<file path="src/router_pkg.sv">
// Router shared types
package router_pkg;

    // Packet byte and field widths
    parameter int data_width = 8;
    parameter int num_ports = 3;

    typedef logic [data_width-1:0] data_t;
    typedef logic [1:0] port_addr_t;
    typedef logic [data_width-3:0] length_t;
    typedef logic [num_ports-1:0] port_mask_t;

    // Which part of the packet a byte belongs to
    typedef enum logic [1:0] {
        kind_header,
        kind_payload,
        kind_parity
    } byte_kind_t;

    typedef enum logic [1:0] {
        st_idle,
        st_payload,
        st_parity,
        st_discard
    } decode_state_t;

    // One-hot port select, all zero for the invalid address
    function automatic port_mask_t port_onehot(port_addr_t port);
        port_mask_t mask;
        int i;
        mask = '0;
        for (i = 0; i < num_ports; i++) begin
            if (port == port_addr_t'(i)) begin
                mask[i] = 1'b1;
            end
        end
        return mask;
    endfunction

endpackage
</file>
<file path="src/router_write_if.sv">
// Decoded packet byte link
`timescale 1ns/100ps

interface router_write_if import router_pkg::*; ();

    // One byte per cycle, no back-pressure
    logic       valid;
    port_addr_t port;
    data_t      data;
    byte_kind_t kind;

    modport decode_mp (
        output valid,
        output port,
        output data,
        output kind
    );

    modport check_mp (
        input valid,
        input port,
        input data,
        input kind
    );

endinterface

</file>
<file path="src/router_top.sv">
// 1x3 packet router
`timescale 1ns/100ps

module router_top import router_pkg::*; #(
    parameter int depth = 16
) (
    input  logic  clock,
    input  logic  resetn,
    input  logic  packet_valid,
    input  data_t data_in,
    input  logic  read_enb_0,
    input  logic  read_enb_1,
    input  logic  read_enb_2,
    output data_t data_out_0,
    output data_t data_out_1,
    output data_t data_out_2,
    output logic  vld_out_0,
    output logic  vld_out_1,
    output logic  vld_out_2,
    output logic  err,
    output logic  busy
);

    port_mask_t nearly_full;
    port_mask_t push;
    port_mask_t read_enb;
    port_mask_t vld_out;
    data_t push_data;
    data_t data_out [num_ports];

    router_write_if wr ();

    assign read_enb = {read_enb_2, read_enb_1, read_enb_0};

    router_decode decode_i (
        .clock(clock),
        .resetn(resetn),
        .packet_valid(packet_valid),
        .data_in(data_in),
        .nearly_full(nearly_full),
        .busy(busy),
        .wr(wr.decode_mp)
    );

    router_parity_check check_i (
        .clock(clock),
        .resetn(resetn),
        .wr(wr.check_mp),
        .push(push),
        .push_data(push_data),
        .err(err)
    );

    // One FIFO per output port
    for (genvar i = 0; i < num_ports; i++) begin : g_port
        router_port_fifo #(
            .depth(depth)
        ) fifo_i (
            .clock(clock),
            .resetn(resetn),
            .push(push[i]),
            .push_data(push_data),
            .pop(read_enb[i]),
            .head(data_out[i]),
            .not_empty(vld_out[i]),
            .nearly_full(nearly_full[i])
        );
    end

    assign data_out_0 = data_out[0];
    assign data_out_1 = data_out[1];
    assign data_out_2 = data_out[2];
    assign vld_out_0 = vld_out[0];
    assign vld_out_1 = vld_out[1];
    assign vld_out_2 = vld_out[2];

endmodule

</file>
<file path="src/router_port_fifo.sv">
// Output port FIFO
`timescale 1ns/100ps

module router_port_fifo import router_pkg::*; #(
    parameter int depth = 16
) (
    input  logic  clock,
    input  logic  resetn,
    input  logic  push,
    input  data_t push_data,
    input  logic  pop,
    output data_t head,
    output logic  not_empty,
    output logic  nearly_full
);

    localparam int ptr_width = (depth > 1) ? $clog2(depth) : 1;
    localparam int count_width = $clog2(depth + 1);

    typedef logic [ptr_width-1:0] ptr_t;

    data_t mem [depth];
    ptr_t wr_ptr;
    ptr_t rd_ptr;
    logic [count_width-1:0] count;
    logic full;
    logic do_push;
    logic do_pop;

    // Pointers wrap at depth, which need not be a power of two
    function automatic ptr_t ptr_next(ptr_t ptr);
        if (ptr == ptr_t'(depth - 1)) begin
            return '0;
        end
        return ptr + 1'b1;
    endfunction

    assign full = (count == count_width'(depth));
    assign do_push = push && !full;
    assign do_pop = pop && not_empty;

    always_ff @(posedge clock) begin
        if (!resetn) begin
            wr_ptr <= '0;
            rd_ptr <= '0;
            count <= '0;
        end else begin
            if (do_push) begin
                wr_ptr <= ptr_next(wr_ptr);
            end
            if (do_pop) begin
                rd_ptr <= ptr_next(rd_ptr);
            end
            case ({do_push, do_pop})
                2'b10: count <= count + 1'b1;
                2'b01: count <= count - 1'b1;
                default: count <= count;
            endcase
        end
    end

    always_ff @(posedge clock) begin
        if (do_push) begin
            mem[wr_ptr] <= push_data;
        end
    end

    // Head byte shown without a read delay
    assign head = mem[rd_ptr];
    assign not_empty = (count != '0);
    // One slot kept for the byte already in flight
    assign nearly_full = (count >= count_width'(depth - 1));

    a_no_overflow: assert property (@(posedge clock) disable iff (!resetn)
        full |-> !push);

endmodule

</file>
<file path="src/router_parity_check.sv">
// Parity check and port select
`timescale 1ns/100ps

module router_parity_check import router_pkg::*; (
    input  logic             clock,
    input  logic             resetn,
    router_write_if.check_mp wr,
    output port_mask_t       push,
    output data_t            push_data,
    output logic             err
);

    // Running XOR of header and payload
    data_t parity_q;

    always_ff @(posedge clock) begin
        if (wr.valid) begin
            case (wr.kind)
                kind_header: parity_q <= wr.data;
                kind_payload: parity_q <= parity_q ^ wr.data;
                default: parity_q <= parity_q;
            endcase
        end
    end

    // Error holds until the next routed header
    always_ff @(posedge clock) begin
        if (!resetn) begin
            err <= 1'b0;
        end else if (wr.valid && wr.kind == kind_header) begin
            err <= 1'b0;
        end else if (wr.valid && wr.kind == kind_parity) begin
            err <= (wr.data != parity_q);
        end
    end

    // Every byte of the packet goes to the same FIFO
    assign push = wr.valid ? port_onehot(wr.port) : '0;
    assign push_data = wr.data;

    a_push_onehot: assert property (@(posedge clock) disable iff (!resetn)
        $onehot0(push));

endmodule

</file>
<file path="src/router_decode.sv">
// Packet decode state machine
`timescale 1ns/100ps

module router_decode import router_pkg::*; (
    input  logic              clock,
    input  logic              resetn,
    input  logic              packet_valid,
    input  data_t             data_in,
    input  port_mask_t        nearly_full,
    output logic              busy,
    router_write_if.decode_mp wr
);

    decode_state_t state_q;
    decode_state_t state_d;
    port_addr_t    port_q;
    length_t       count_q;
    length_t       count_d;
    byte_kind_t    kind_d;
    port_addr_t    hdr_port;
    length_t       hdr_length;
    logic          accept;
    logic          keep;

    // Header fields
    assign hdr_port = data_in[1:0];
    assign hdr_length = data_in[data_width-1:2];

    // Stall while the target port has one free slot or less
    always_comb begin
        case (state_q)
            st_idle: busy = |nearly_full;
            st_payload, st_parity: busy = |(nearly_full & port_onehot(port_q));
            default: busy = 1'b0;
        endcase
    end

    assign accept = packet_valid && !busy;

    always_comb begin
        state_d = state_q;
        count_d = count_q;
        kind_d = kind_payload;
        keep = 1'b0;
        case (state_q)
            st_idle: begin
                kind_d = kind_header;
                keep = (port_onehot(hdr_port) != '0);
                if (accept) begin
                    count_d = hdr_length;
                    if (!keep) begin
                        state_d = st_discard;
                    end else if (hdr_length == '0) begin
                        state_d = st_parity;
                    end else begin
                        state_d = st_payload;
                    end
                end
            end
            st_payload: begin
                keep = 1'b1;
                if (accept) begin
                    count_d = count_q - 1'b1;
                    // Last payload byte, parity follows
                    if (count_q == length_t'(1)) begin
                        state_d = st_parity;
                    end
                end
            end
            st_parity: begin
                kind_d = kind_parity;
                keep = 1'b1;
                if (accept) begin
                    state_d = st_idle;
                end
            end
            st_discard: begin
                // Count covers the payload, the parity byte ends it
                if (accept) begin
                    if (count_q == '0) begin
                        state_d = st_idle;
                    end else begin
                        count_d = count_q - 1'b1;
                    end
                end
            end
            default: state_d = st_idle;
        endcase
    end

    always_ff @(posedge clock) begin
        if (!resetn) begin
            state_q <= st_idle;
            count_q <= '0;
            port_q <= '0;
            wr.valid <= 1'b0;
        end else begin
            state_q <= state_d;
            count_q <= count_d;
            if (state_q == st_idle && accept) begin
                port_q <= hdr_port;
            end
            wr.valid <= accept && keep;
        end
    end

    always_ff @(posedge clock) begin
        wr.data <= data_in;
        wr.kind <= kind_d;
        wr.port <= (state_q == st_idle) ? hdr_port : port_q;
    end

    a_state_legal: assert property (@(posedge clock) disable iff (!resetn)
        !$isunknown(state_q) && state_q inside {st_idle, st_payload, st_parity, st_discard});

    // Packets to address 3 never reach the check stage
    a_no_invalid_port: assert property (@(posedge clock) disable iff (!resetn)
        wr.valid |-> port_onehot(wr.port) != '0);

endmodule

</file>
<file path="config.mk">
export PLATFORM = sky130hd
export DESIGN_NAME = router_top
export DESIGN_NICKNAME = d
export VERILOG_FILES = /design/src/router_pkg.sv /design/src/router_write_if.sv /design/src/router_top.sv /design/src/router_port_fifo.sv /design/src/router_parity_check.sv /design/src/router_decode.sv
export SDC_FILE = /design/constraint.sdc
export NUM_CORES = 1
export LEC_CHECK = 0
export BUFFER_PORTS_ARGS = -buffer_cell sky130_fd_sc_hd__clkbuf_2
export CAP_MARGIN = 20
export CORE_MARGIN = 8
export CORE_UTILIZATION = 49
export DETAILED_ROUTE_END_ITERATION = 16
export GPL_TIMING_DRIVEN = 0
export PLACE_DENSITY_LB_ADDON = 0.3
export SYNTH_ARGS = -nofsm -noshare
export SYNTH_HDL_FRONTEND = slang
export SYNTH_SLANG_ARGS = --single-unit
</file>
<file path="constraint.sdc">
create_clock -name clock -period 3.9 [get_ports clock]
set_input_delay 0.195 -clock clock [delete_from_list [all_inputs] [get_ports clock]]
set_output_delay 0.195 -clock clock [all_outputs]
set_load 0.01 [all_outputs]
</file>
==> impl_metrics.py <==
metrics = {
    "finish": {
        "nets": 1195,
        "num_antenna_cells": 0,
        "fin_area_um2": 21400,
        "drive_gt1_share_pct": 22.2,
        "area_delta_synth_final_pct": 13.8,
    },
    "floorplanning": {
        "rows": 72,
        "ios": 43,
        "core_um2": 38300,
        "die_area_um2": 45000,
        "start_util_pct": 49.2,
        "dieWidth_um": 212,
        "fp.dieH_um": 212,
    },
    "global_routing": {
        "grt_pass1_vias": 9575,
        "groute.usage.overall_pct": 16.4,
        "grt_max_degree": 51,
        "grt_antenna_before_repair": 0,
        "grt_overflow": 0,
        "grt_pass1_wl_mm": 55.8,
    },
    "placed_design": {
        "dp_slack_ps": 616,
        "dp_hpwl_mm": 23.1,
        "gp_congestion": 0.754,
        "place_area_um2": 19800,
        "portBuffers": 41,
    },
    "clocking": {
        "cts-resized-gates": 0,
        "h-tree-depth": 2,
        "tritoncts": "done",
        "numCtsBuffers": 47,
        "cts_sinks": 467,
        "postCtsSetupBuffers": 0,
        "clockBufferDepth": 3,
        "clk_latency_ps": 550,
        "root_buffer": "clkbuf_16",
        "hold_buffers": 9,
        "cts.clk_slew.worst_paths_ps": 60,
    },
    "logic_synthesis": {
        "netlist_area_um2": 18800,
        "avgSynthCellArea_um2": 18.1,
        "ys_seq_elements": 467,
        "synth_commonest_cells": "edfxtp_1, mux4_2, dfxtp_1, nand2_1, and2_1",
        "ys.flop_type": "edfxtp_1",
        "yosys_warnings": 0,
        "netlist_instances": 1041,
        "synth_area_leaders": "edfxtp_1, mux4_2, dfxtp_1, ha_1, and2_1",
        "synth-seq-area-share_pct": 70.5,
        "synth_edf_count": 392,
        "async_reset_ff_share_pct": 0,
        "syn_nets": 1092,
        "yosysTopAreaCellShare_pct": 62.5,
        "yosysUniqueCellTypes": 51,
        "synth.most_common_cell": "edfxtp_1",
        "yosysTopAreaCell": "edfxtp_1",
    },
    "routing": {
        "drt-total-wl_mm": 36.2,
        "firstDrtPassIters": 7,
        "drtAntennaViolNets": 0,
        "drc": 0,
        "avgRoutedWirePerCell_um": 21.3,
        "vias": 9370,
        "route.detailed.vias_per_inst": 5.52,
        "drt_iter0_drc": 680,
    },
    "worst_setup_path": {
        "critPathLaunch": "g_port[0].fifo_i.count[0]",
        "critical_path_arrival_ps": 3700,
        "reg2reg_from": "g_port[0].fifo_i.count[0]",
        "cp-endpoint": "g_port[0].fifo_i.count[4]",
        "path_class": "register to register",
        "critPathLaunchType": "register",
        "worstPathMaxFanout": 10,
        "r2r_cells": 12,
        "reg2reg_setup_slack_ps": 650,
        "required_ps": 4340,
        "end_kind": "register",
        "r2r_end": "g_port[0].fifo_i.count[4]",
    },
    "timing": {
        "drv_slew": 0,
        "max_freq_mhz": 307,
        "fin_ws_ps": 646,
        "fin_worst_skew_ps": 9.48,
        "finalSetupViolations": 0,
        "max_slew_margin_pct": 32.9,
        "setup_tns_ps": 0,
        "worstMarginPinSlew_ps": 1010,
        "period_share_pct": 83.4,
        "min_period_ps": 3250,
        "rsz0062_at_grt": "no",
        "final_hold_viol_count": 0,
    },
    "status": {
        "status": "finished, final reports clean",
    },
    "pwr": {
        "leakagePower_nw": 6.92,
        "power_density_nw_per_um2": 564,
        "ir_worst_vdd_mv": 0.278,
    },
    "hold_path": {
        "hp-class": "primary input to register",
    },
    "job": {
        "cap_violations": 0,
    },
}
## placed cells by master (no fill, tap or decap), types with 4 or more instances in the layout
| cell | synthesis | routed |
|---|---|---|
| xor2_1 | 6 | 6 |
| nor3_2 | 0 | 4 |
| nor2_1 | 31 | 31 |
| and3_1 | 14 | 14 |
| nor4_1 | 5 | 5 |
| inv_1 | 30 | 30 |
| a21oi_1 | 20 | 20 |
| buf_1 | 6 | 6 |
| mux2i_1 | 12 | 12 |
| edfxtp_1 | 392 | 392 |
| and2_1 | 50 | 50 |
| a31oi_1 | 7 | 7 |
| a21o_1 | 4 | 4 |
| clkbuf_1 | 28 | 44 |
| or3_1 | 4 | 4 |
| a21boi_0 | 6 | 6 |
| clkbuf_2 | 0 | 41 |
| ha_1 | 34 | 34 |
| nand3_1 | 5 | 5 |
| dfxtp_1 | 75 | 67 |
| mux4_2 | 120 | 120 |
| nor2b_1 | 19 | 19 |
| nand2_1 | 54 | 54 |
| dfxtp_2 | 0 | 8 |
| xnor2_1 | 28 | 28 |
| nor3_1 | 11 | 7 |
| clkbuf_8 | 0 | 4 |
| dlygate4sd3_1 | 0 | 9 |
| clkbuf_16 | 0 | 51 |
| buf_2 | 12 | 12 |
| o21ai_0 | 26 | 26 |
| clkinv_1 | 0 | 6 |
| a31o_2 | 4 | 4 |
## final cells by class
cell class,instances,area (um^2)
Buffer,47,195
Clock inverter,12,134
Fill cell,2938,16900
Multi-Input combinational cell,497,5270
Inverter,30,113
Tap cell,518,648
Clock buffer,71,1390
Sequential cell,467,13300
Timing Repair Buffer,54,390
## state kept, by name (all words and copies together) (netlist names), named ones only
name	flops
decode_i.wr.kind	2
decode_i.count_q	6
decode_i.wr.data	8
g_port.fifo_i.rd_ptr	12
g_port.fifo_i.wr_ptr	12
check_i.err	1
decode_i.wr.port	2
g_port.fifo_i.count	15
g_port.fifo_i.mem	384
decode_i.state_q	2
decode_i.wr.valid	1
check_i.parity_q	8
decode_i.port_q	2
## stage by stage
step	power (mW)	hold slack (ps)	util [%]	std cells
after floorplan	7.23	223	-	1041
after global placement	7.71	332	51.4	1600
after detailed placement	7.76	337	51.7	1604
after CTS	12.2	35.4	55.9	1696
after global routing	12.6	92.7	55.9	1696
final	12.1	51.8	55.9	1696
## worst max-delay path, cell delays in order, from the launching register on
cell and delay [ps]:
dfxtp_1 410, nor4_1 100, a2111oi_0 610, clkbuf_1 380, inv_1 80, ha_1 250
ha_1 330, nor2b_1 140, o21ai_0 200, a21oi_1 100, nor3_1 290, xnor2_1 100
and2_1 150
## report_power, final
part / internal, mW / total, mW / switching, mW
clock network: 2.65 / 4.44 / 1.79
registers: 5.59 / 5.78 / 0.188
logic: 0.889 / 1.86 / 0.976
## metal layers
layer,GRT usage (%),part of all wire [%],vias up,wire length [um]
met1,21.9,42,4759,15300
met3,2.55,5.5,55,1980
met2,27.6,50,250,18200
met5,0,0,-,0
met4,5.03,2.2,0,799
li1,-,-,4306,-
## worst min-delay path by stage
stage               startpoint                   to  slack, ps  cells past startpoint
floorplan           data_in[0]  decode_i.wr.data[0]        220                      0
global placement    data_in[4]  decode_i.wr.data[4]        330                      1
detailed placement  data_in[2]  decode_i.wr.data[2]        340                      1
CTS                     resetn  decode_i.count_q[1]         40                      3
global route            resetn    decode_i.wr.valid         90                      2
finish                  resetn  decode_i.count_q[1]         50                      3
## cells by family after synthesis
logic type	after synthesis	share of synthesized area [%]
adders and majority gates	37	2.58
muxes	134	15.1
buffers and inverters	77	1.63
and+or+nand+nor	207	5.72
DFF	467	70.5
xor gates and xnor gates	34	1.58
AOI/OAI and AO/OA	85	2.88
No activity file was read; power rests on OpenSTA's default activity.
